==> src/logic/fetch_pkg.sv <==
// Shared definitions for the instruction fetch stage
// Widths, branch opcodes and vector typedefs
// Queue, training, lookup and decode bundles as packed structs
// Fetch control state encoding
package fetch_pkg;

	localparam int ADDR_W      = 32;
	localparam int INST_W      = 32;
	localparam int MMU_FLAGS_W = 12;
	localparam int QUEUE_DEPTH = 8;
	localparam int QUEUE_PTR_W = $clog2(QUEUE_DEPTH);
	localparam int BTB_ENTRIES = 8;
	localparam int BTB_IDX_W   = $clog2(BTB_ENTRIES);
	localparam int BTB_TAG_W   = ADDR_W - BTB_IDX_W - 2; // Bits 31 to 5

	typedef logic [ADDR_W-1:0]      addr_t;
	typedef logic [INST_W-1:0]      inst_t;
	typedef logic [MMU_FLAGS_W-1:0] mmu_flags_t;
	typedef logic [31:0]            psr_t;
	typedef logic [9:0]             opcode_t;      // Instruction bits 30 to 21
	typedef logic [QUEUE_PTR_W-1:0] queue_ptr_t;
	typedef logic [QUEUE_PTR_W:0]   queue_cnt_t;   // One extra bit to tell full from empty
	typedef logic [BTB_IDX_W-1:0]   btb_idx_t;
	typedef logic [BTB_TAG_W-1:0]   btb_tag_t;

	// Branch opcodes, all nonzero
	localparam opcode_t OC_B   = 10'h0B0;
	localparam opcode_t OC_BR  = 10'h0B1;
	localparam opcode_t OC_BUR = 10'h0B2;

	typedef struct packed {
		logic  kernel_access;
		logic  paging_ena;
		addr_t addr;
	} fetch_entry_t;

	// Resolved jump from decode
	typedef struct packed {
		logic  valid;
		logic  taken;
		addr_t target;
		addr_t inst_addr;
	} jump_result_t;

	typedef struct packed {
		logic  valid;
		addr_t addr;
	} predict_t;

	typedef struct packed {
		logic       valid;
		inst_t      inst;
		addr_t      pc;            // Address of the following instruction
		mmu_flags_t mmu_flags;
		logic       paging_ena;
		logic       kernel_access;
		logic       predict;
		addr_t      predict_addr;
	} next_out_t;

	typedef enum logic [1:0] {
		ST_RESET,
		ST_FETCH,
		ST_WAIT
	} fetch_state_t;

endpackage

==> src/logic/fetch_addr_queue.sv <==
// Show-ahead synchronous FIFO of fetch entries
// Holds address and privilege flags of each request in flight
// Synchronous flush, full and empty flags
`timescale 1ns/1ps

module fetch_addr_queue (
	input  logic                    iCLOCK,
	input  logic                    inRESET,
	input  logic                    flush,
	input  logic                    push,
	input  fetch_pkg::fetch_entry_t push_entry,
	output logic                    full,
	input  logic                    pop,
	output fetch_pkg::fetch_entry_t head,
	output logic                    empty
);

	fetch_pkg::fetch_entry_t mem [fetch_pkg::QUEUE_DEPTH];
	fetch_pkg::queue_ptr_t   wr_ptr;
	fetch_pkg::queue_ptr_t   rd_ptr;
	fetch_pkg::queue_cnt_t   count;

	assign full  = (count == fetch_pkg::queue_cnt_t'(fetch_pkg::QUEUE_DEPTH));
	assign empty = (count == '0);
	assign head  = mem[rd_ptr]; // Head is visible without a read strobe

	always_ff @(posedge iCLOCK) begin
		if (push) begin
			mem[wr_ptr] <= push_entry;
		end
	end

	always_ff @(posedge iCLOCK or negedge inRESET) begin
		if (!inRESET) begin
			wr_ptr <= '0;
			rd_ptr <= '0;
			count  <= '0;
		end else if (flush) begin
			wr_ptr <= '0;
			rd_ptr <= '0;
			count  <= '0;
		end else begin
			if (push) begin
				wr_ptr <= wr_ptr + 1'b1;
			end
			if (pop) begin
				rd_ptr <= rd_ptr + 1'b1;
			end
			case ({push, pop})
				2'b10:   count <= count + 1'b1;
				2'b01:   count <= count - 1'b1;
				default: count <= count; // Both or neither
			endcase
		end
	end

	// Upstream gating must keep requests away from a full queue
	a_no_push_full: assert property (@(posedge iCLOCK) disable iff (!inRESET)
		!(push && full && !flush));

	// Memory answers only requests that were queued
	a_no_pop_empty: assert property (@(posedge iCLOCK) disable iff (!inRESET)
		!(pop && empty && !flush));

endmodule

==> src/logic/branch_predictor.sv <==
// Direct-mapped branch target buffer
// Registered lookup for branches returned from memory
// Training write from resolved jumps in decode
`timescale 1ns/1ps

module branch_predictor (
	input  logic                    iCLOCK,
	input  logic                    inRESET,
	input  logic                    search,
	input  fetch_pkg::addr_t        search_addr,
	input  logic                    lock,
	output fetch_pkg::predict_t     result,
	input  fetch_pkg::jump_result_t jump
);

	fetch_pkg::btb_tag_t tag_mem    [fetch_pkg::BTB_ENTRIES];
	fetch_pkg::addr_t    target_mem [fetch_pkg::BTB_ENTRIES];
	logic [fetch_pkg::BTB_ENTRIES-1:0] entry_valid;

	fetch_pkg::btb_idx_t search_idx;
	fetch_pkg::btb_tag_t search_tag;
	fetch_pkg::btb_idx_t jump_idx;
	fetch_pkg::btb_tag_t jump_tag;
	logic                hit;

	// Tag is bits 31 to 5, index bits 4 to 2
	assign search_idx = search_addr[fetch_pkg::BTB_IDX_W+1:2];
	assign search_tag = search_addr[fetch_pkg::ADDR_W-1:fetch_pkg::BTB_IDX_W+2];
	assign jump_idx   = jump.inst_addr[fetch_pkg::BTB_IDX_W+1:2];
	assign jump_tag   = jump.inst_addr[fetch_pkg::ADDR_W-1:fetch_pkg::BTB_IDX_W+2];

	assign hit = entry_valid[search_idx] && (tag_mem[search_idx] == search_tag);

	// Tag and target arrays
	always_ff @(posedge iCLOCK) begin
		if (jump.valid) begin
			tag_mem[jump_idx]    <= jump_tag;
			target_mem[jump_idx] <= jump.target;
		end
	end

	// A not-taken result invalidates the entry
	always_ff @(posedge iCLOCK or negedge inRESET) begin
		if (!inRESET) begin
			entry_valid <= '0;
		end else if (jump.valid) begin
			entry_valid[jump_idx] <= jump.taken;
		end
	end

	// Lookup result lines up with the branch in the decode register
	always_ff @(posedge iCLOCK or negedge inRESET) begin
		if (!inRESET) begin
			result <= '0;
		end else if (!lock) begin
			result.valid <= search && hit;
			result.addr  <= target_mem[search_idx];
		end
	end

	// A lookup while decode holds would be dropped
	a_no_search_locked: assert property (@(posedge iCLOCK) disable iff (!inRESET)
		!(search && lock));

endmodule

==> src/logic/fetch_control.sv <==
// Fetch control
// Program counter state machine and request gating
// Branch detection, predicted redirect and flush
// Decode output register
`timescale 1ns/1ps

module fetch_control (
	input  logic                    iCLOCK,
	input  logic                    inRESET,
	input  fetch_pkg::psr_t         psr,
	input  logic                    exception_event,
	input  logic                    exception_addr_set,
	input  fetch_pkg::addr_t        exception_addr,
	output logic                    fetch_req,
	output fetch_pkg::addr_t        fetch_addr,
	output logic [1:0]              mmu_mode,
	output logic [2:0]              mmu_ps,
	input  logic                    fetch_lock,
	input  logic                    inst_valid,
	input  fetch_pkg::inst_t        inst,
	input  fetch_pkg::mmu_flags_t   mmu_flags,
	output logic                    inst_lock,
	output logic                    queue_push,
	output fetch_pkg::fetch_entry_t queue_entry,
	input  logic                    queue_full,
	output logic                    queue_flush,
	output logic                    queue_pop,
	input  fetch_pkg::fetch_entry_t queue_head,
	output logic                    search,
	output fetch_pkg::addr_t        search_addr,
	input  fetch_pkg::predict_t     predict,
	output logic                    predict_flush,
	output fetch_pkg::next_out_t    next_out,
	input  logic                    next_lock,
	input  logic                    next_fetch_stop
);

	fetch_pkg::fetch_state_t state;
	fetch_pkg::addr_t        pc;
	logic                    out_valid;
	fetch_pkg::inst_t        out_inst;
	fetch_pkg::addr_t        out_pc;
	fetch_pkg::mmu_flags_t   out_mmu_flags;
	logic                    out_paging_ena;
	logic                    out_kernel_access;

	function automatic logic is_branch(input fetch_pkg::inst_t word);
		fetch_pkg::opcode_t opcode;
		opcode = word[30:21];
		case (opcode)
			fetch_pkg::OC_B,
			fetch_pkg::OC_BR,
			fetch_pkg::OC_BUR: return 1'b1;
			default:           return 1'b0;
		endcase
	endfunction

	// Redirect only once decode takes the branch
	assign predict_flush = !next_lock && out_valid && predict.valid;

	assign fetch_req = (state == fetch_pkg::ST_FETCH) && !exception_event && !exception_addr_set
		&& !predict_flush && !queue_full && !fetch_lock && !next_fetch_stop;
	assign fetch_addr = pc;
	assign mmu_mode   = psr[1:0];
	assign mmu_ps     = psr[9:7];
	assign inst_lock  = next_lock;

	// Every accepted request leaves its entry in the queue
	assign queue_push                = fetch_req;
	assign queue_entry.kernel_access = !(psr[6] || psr[5]);
	assign queue_entry.paging_ena    = psr[1] || psr[0];
	assign queue_entry.addr          = pc;
	assign queue_flush               = exception_event || predict_flush;
	assign queue_pop                 = inst_valid;

	assign search      = inst_valid && !next_lock && is_branch(inst);
	assign search_addr = queue_head.addr;

	always_ff @(posedge iCLOCK or negedge inRESET) begin
		if (!inRESET) begin
			pc    <= '0;
			state <= fetch_pkg::ST_RESET;
		end else if (exception_addr_set) begin
			pc    <= {exception_addr[fetch_pkg::ADDR_W-1:1], 1'b0}; // Halfword aligned restart
			state <= fetch_pkg::ST_FETCH;
		end else if (exception_event) begin
			state <= fetch_pkg::ST_WAIT;
		end else if (predict_flush) begin
			pc    <= predict.addr;
			state <= fetch_pkg::ST_FETCH;
		end else begin
			case (state)
				fetch_pkg::ST_RESET: begin
					pc    <= '0;
					state <= fetch_pkg::ST_FETCH;
				end
				fetch_pkg::ST_FETCH: begin
					if (fetch_req) begin
						pc <= pc + fetch_pkg::addr_t'(4);
					end
				end
				default: begin
					state <= fetch_pkg::ST_WAIT; // Hold until address-set
				end
			endcase
		end
	end

	always_ff @(posedge iCLOCK or negedge inRESET) begin
		if (!inRESET) begin
			out_valid <= 1'b0;
		end else if (exception_event || predict_flush) begin
			out_valid <= 1'b0;
		end else if (!next_lock) begin
			out_valid <= inst_valid;
		end
	end

	// Payload of the decode register
	always_ff @(posedge iCLOCK) begin
		if (!next_lock) begin
			out_inst          <= inst;
			out_mmu_flags     <= mmu_flags;
			out_paging_ena    <= queue_head.paging_ena;
			out_kernel_access <= queue_head.kernel_access;
			out_pc            <= queue_head.addr + fetch_pkg::addr_t'(4);
		end
	end

	assign next_out.valid         = out_valid;
	assign next_out.inst          = out_inst;
	assign next_out.pc            = out_pc;
	assign next_out.mmu_flags     = out_mmu_flags;
	assign next_out.paging_ena    = out_paging_ena;
	assign next_out.kernel_access = out_kernel_access;
	assign next_out.predict       = out_valid && predict.valid;
	assign next_out.predict_addr  = predict.addr;

	// Fetching stays stopped until the restart address arrives
	a_wait_addr_set: assert property (@(posedge iCLOCK) disable iff (!inRESET)
		((exception_event || state == fetch_pkg::ST_WAIT) && !exception_addr_set)
		|=> !fetch_req);

endmodule

==> src/logic/fetch_unit.sv <==
// Instruction fetch stage top level
// Address queue, branch target buffer and fetch control
`timescale 1ns/1ps

module fetch_unit (
	input  logic                    iCLOCK,
	input  logic                    inRESET,
	input  fetch_pkg::psr_t         psr,
	input  logic                    exception_event,
	input  logic                    exception_addr_set,
	input  fetch_pkg::addr_t        exception_addr,
	input  fetch_pkg::jump_result_t jump_result,
	output logic                    predict_flush,
	output logic                    fetch_req,
	output fetch_pkg::addr_t        fetch_addr,
	output logic [1:0]              mmu_mode,
	output logic [2:0]              mmu_ps,
	input  logic                    fetch_lock,
	input  logic                    inst_valid,
	input  fetch_pkg::inst_t        inst,
	input  fetch_pkg::mmu_flags_t   mmu_flags,
	output logic                    inst_lock,
	output fetch_pkg::next_out_t    next_out,
	input  logic                    next_lock,
	input  logic                    next_fetch_stop
);

	logic                    queue_push;
	logic                    queue_full;
	logic                    queue_flush;
	logic                    queue_pop;
	fetch_pkg::fetch_entry_t queue_entry;
	fetch_pkg::fetch_entry_t queue_head;
	logic                    search;
	fetch_pkg::addr_t        search_addr;
	fetch_pkg::predict_t     predict;

	fetch_addr_queue i_fetch_addr_queue (
		.iCLOCK     (iCLOCK),
		.inRESET    (inRESET),
		.flush      (queue_flush),
		.push       (queue_push),
		.push_entry (queue_entry),
		.full       (queue_full),
		.pop        (queue_pop),
		.head       (queue_head),
		.empty      ()
	);

	branch_predictor i_branch_predictor (
		.iCLOCK      (iCLOCK),
		.inRESET     (inRESET),
		.search      (search),
		.search_addr (search_addr),
		.lock        (next_lock),
		.result      (predict),
		.jump        (jump_result)
	);

	fetch_control i_fetch_control (
		.iCLOCK             (iCLOCK),
		.inRESET            (inRESET),
		.psr                (psr),
		.exception_event    (exception_event),
		.exception_addr_set (exception_addr_set),
		.exception_addr     (exception_addr),
		.fetch_req          (fetch_req),
		.fetch_addr         (fetch_addr),
		.mmu_mode           (mmu_mode),
		.mmu_ps             (mmu_ps),
		.fetch_lock         (fetch_lock),
		.inst_valid         (inst_valid),
		.inst               (inst),
		.mmu_flags          (mmu_flags),
		.inst_lock          (inst_lock),
		.queue_push         (queue_push),
		.queue_entry        (queue_entry),
		.queue_full         (queue_full),
		.queue_flush        (queue_flush),
		.queue_pop          (queue_pop),
		.queue_head         (queue_head),
		.search             (search),
		.search_addr        (search_addr),
		.predict            (predict),
		.predict_flush      (predict_flush),
		.next_out           (next_out),
		.next_lock          (next_lock),
		.next_fetch_stop    (next_fetch_stop)
	);

endmodule

==> config.mk <==
export PLATFORM = sky130hd
export DESIGN_NAME = fetch_unit
export DESIGN_NICKNAME = d
export VERILOG_FILES = /design/src/logic/fetch_pkg.sv /design/src/logic/fetch_addr_queue.sv /design/src/logic/branch_predictor.sv /design/src/logic/fetch_control.sv /design/src/logic/fetch_unit.sv
export SDC_FILE = /design/constraint.sdc
export NUM_CORES = 1
export LEC_CHECK = 0
export ABC_CLOCK_PERIOD_IN_PS = 5540
export BUFFER_PORTS_ARGS = -buffer_cell sky130_fd_sc_hd__buf_4
export CORE_MARGIN = 1.5
export CORE_UTILIZATION = 36
export CTS_CLUSTER_DIAMETER = 200
export CTS_CLUSTER_SIZE = 40
export DETAILED_ROUTE_END_ITERATION = 10
export PLACE_DENSITY_LB_ADDON = 0.1
export REMOVE_ABC_BUFFERS = 1
export SLEW_MARGIN = 5
export SYNTH_ARGS = -nofsm -noshare
export SYNTH_HDL_FRONTEND = slang
export SYNTH_HIERARCHICAL = 1
export SYNTH_SLANG_ARGS = --single-unit
==> constraint.sdc <==
create_clock -name iCLOCK -period 5.54 [get_ports iCLOCK]
set_clock_uncertainty 0.2 [all_clocks]
set_input_delay 1.108 -clock iCLOCK [delete_from_list [all_inputs] [get_ports iCLOCK]]
set_output_delay 1.108 -clock iCLOCK [all_outputs]
set_load 0.02 [all_outputs]
==> flow_metrics.env <==
export IMPL_overflow=0
export IMPL_ys_warn_count=6
export IMPL_drv_cap=0
export IMPL_viasPerCell=5.19
export IMPL_syn_to_final_growth_pct=11.4
export IMPL_leakage_nw=13.6
export IMPL_peakVddDrop_mv=0.262
export IMPL_postPlaceCellArea_um2=40000
export IMPL_port_buffer_count=299
export IMPL_slowest_stage="dfrtp_4"
export IMPL_grt_max_degree=80
export IMPL_cts_resized=0
export IMPL_finalPower_mw=12.6
export IMPL_power_density_nw_per_um2=308
export IMPL_post_route_period_util_pct=79.3
export IMPL_die_area_um2=104000
export IMPL_synth_area_um2=36600
export IMPL_holdBufCountCts=0
export IMPL_max_stage_delay_ps=840
export IMPL_row_count=116
export IMPL_start_util_pct=36.5
export IMPL_ios=334
export IMPL_antenna_cells=0
export IMPL_rsz0062_at_grt="false"
export IMPL_first_iter_violations=1518
export IMPL_tritoncts="done"
export IMPL_clk_pin_slew_ps=140
export IMPL_wirelength_um=94400
export IMPL_clock_sinks=908
export IMPL_nNetsFinal=2346
export IMPL_post_cts_buffers=0
export IMPL_critPathMaxFanout=72
export IMPL_core_area_um2=100000
export IMPL_wire_per_inst_um=26.7
export IMPL_layout_drive_gt1_share_pct=28.6
export IMPL_antenna_found_initial=2
export IMPL_finalMaxSlewViolations=0
export IMPL_drc=0
export IMPL_dp_hpwl_um=59600
export IMPL_die_x_um=322
export IMPL_path_common_cell="mux4_2"
export IMPL_numCtsBuffers=26
export IMPL_multi_input_area_um2=8590
export IMPL_vias=18348
export IMPL_clkLatencyLatePin_ps=660
export IMPL_path_class="reg2reg"
export IMPL_grtUsageTotal_pct=18.0
export IMPL_die_height_um=322
export IMPL_min_path_type="in2async"
export IMPL_max_freq_mhz=228
export IMPL_postLayoutCellArea_um2=40800
export IMPL_hold_viol_final=0
export IMPL_cts_root_buf="clkbuf_16"
export IMPL_crit_path_end_kind="register"
export IMPL_crit_required_ps=5940
export IMPL_worst_slew_pin_slew_ps=1100
export IMPL_cp_start_kind="register"
export IMPL_setup_viol=0
export IMPL_grt_pass1_wl_um=135000
export IMPL_grt_pass1_vias=18855
export IMPL_syn_inst=1978
export IMPL_min_period_ps=4390
export IMPL_synth_area_per_cell_um2=18.5
export IMPL_cp_cell_sequence="mux4_2 -> mux2_8 -> mux4_2 -> mux2i_1 -> xor2_1 -> nand4_1 -> nor4_1 -> a22o_1"
export IMPL_clockBufferDepth=3
export IMPL_fillers=9105
export IMPL_first_pass_iters=5
export IMPL_status="finished clean"
export IMPL_htreeDepth=1
export IMPL_seq_area_um2=26800
export IMPL_gp_congestion=0.733
export IMPL_drtAntennaViolNets=0
export IMPL_cp_data_arrival_time_ps=4790
export IMPL_slew_headroom_pct=26.4
-- worst paths after layout --
kind                                                                from                                       endpoint  slack (ps)  cells after the start
setup / recovery                i_fetch_addr_queue/rd_ptr[0]$_DFFE_PN0P_      i_branch_predictor/result[32]$_DFFE_PN0N_        1150                      8
hold / removal                                                   inRESET        i_fetch_addr_queue/count[0]$_DFFE_PN0P_         280                      1
setup reg to reg                i_fetch_addr_queue/rd_ptr[0]$_DFFE_PN0P_      i_branch_predictor/result[32]$_DFFE_PN0N_        1150                      8
hold reg to reg            i_branch_predictor/entry_valid[3]$_DFFE_PN0P_  i_branch_predictor/entry_valid[3]$_DFFE_PN0P_         330                      1
max in group asynchronous                                        inRESET      i_branch_predictor/result[15]$_DFFE_PN0N_        3940                      2
min in group iCLOCK        i_branch_predictor/entry_valid[3]$_DFFE_PN0P_  i_branch_predictor/entry_valid[3]$_DFFE_PN0P_         330                      1
-- worst max-delay path, delay by kind of cell (launching register included) --
| family | cells | cell delay [ps] |
|---|---|---|
| compound gates | 1 | 180 |
| simple gates | 2 | 560 |
| flops | 1 | 840 |
| mux | 4 | 2020 |
| xor+xnor | 1 | 280 |
-- cell usage in the layout, fill, tap and decap left out, drive strengths merged, types with 2 or more instances in the layout --
cell	n
nand2b	8
or3	2
edfxtp	822
clkbuf	47
nor2	88
nand2	111
xor2	28
nand3	13
inv	19
o221ai	3
nor4bb	2
a211oi	2
buf	351
nor2b	3
dfrtp	86
mux4	173
ha	6
nor4	10
a31oi	18
and4	2
mux2i	78
o22ai	3
a22oi	3
and2	7
nor3b	2
o21ai	100
and3	9
a21oi	16
a221oi	20
nor3	20
or4	2
a22o	4
nand4	21
a41oi	10
mux2	43
xnor2	32
-- layout make-up --
cell class / count / area share [%]
multi-input combinational: 852 / 21.1
sequential: 908 / 65.8
timing repair buffer: 351 / 6.92
clock buffer: 47 / 1.84
inverter: 19 / 0.181
tap: 1357 / 4.16
clock inverter: 1 / 0.0399
-- metrics by stage --
stage	setup slack, ps	hold slack [ps]	setup TNS [ps]	cells	utilization (%)
2_1_floorplan	-1710	275	-188060	1779	-
3_3_place_gp	1210	286	0	3487	39.9
3_5_place_dp	1220	299	0	3487	39.9
4_1_cts	1160	238	0	3535	40.6
5_1_grt	1000	267	0	3535	40.6
6_report	1150	282	0	3535	40.6
-- flip-flops by register name, indices dropped and copies added (netlist names), 4 cells and up --
name / count
i_fetch_control/out_mmu_flags: 12
i_branch_predictor/target_mem: 256
i_fetch_addr_queue/mem: 272
i_fetch_control/out_pc: 32
i_fetch_control/fetch_addr: 32
i_branch_predictor/result: 33
i_branch_predictor/entry_valid: 8
i_fetch_control/out_inst: 32
i_branch_predictor/tag_mem: 216
i_fetch_addr_queue/count: 4
-- routing by layer --
layer / GRT usage [%] / vias up / share of wire [%]
met2: 31.0 / 421 / 50
met1: 24.6 / 9833 / 43
met3: 2.64 / 65 / 4.9
met4: 3.00 / 0 / 1.7
met5: 0 / - / 0
li1: - / 8029 / -
-- power by group --
| part | internal, mW | switching [mW] | total (mW) |
|---|---|---|---|
| logic | 0.716 | 0.930 | 1.65 |
| registers | 7.78 | 0.262 | 8.04 |
| clock network | 0.944 | 1.95 | 2.89 |
| total | 9.44 | 3.14 | 12.6 |
No activity file was read; power rests on OpenSTA's default activity.
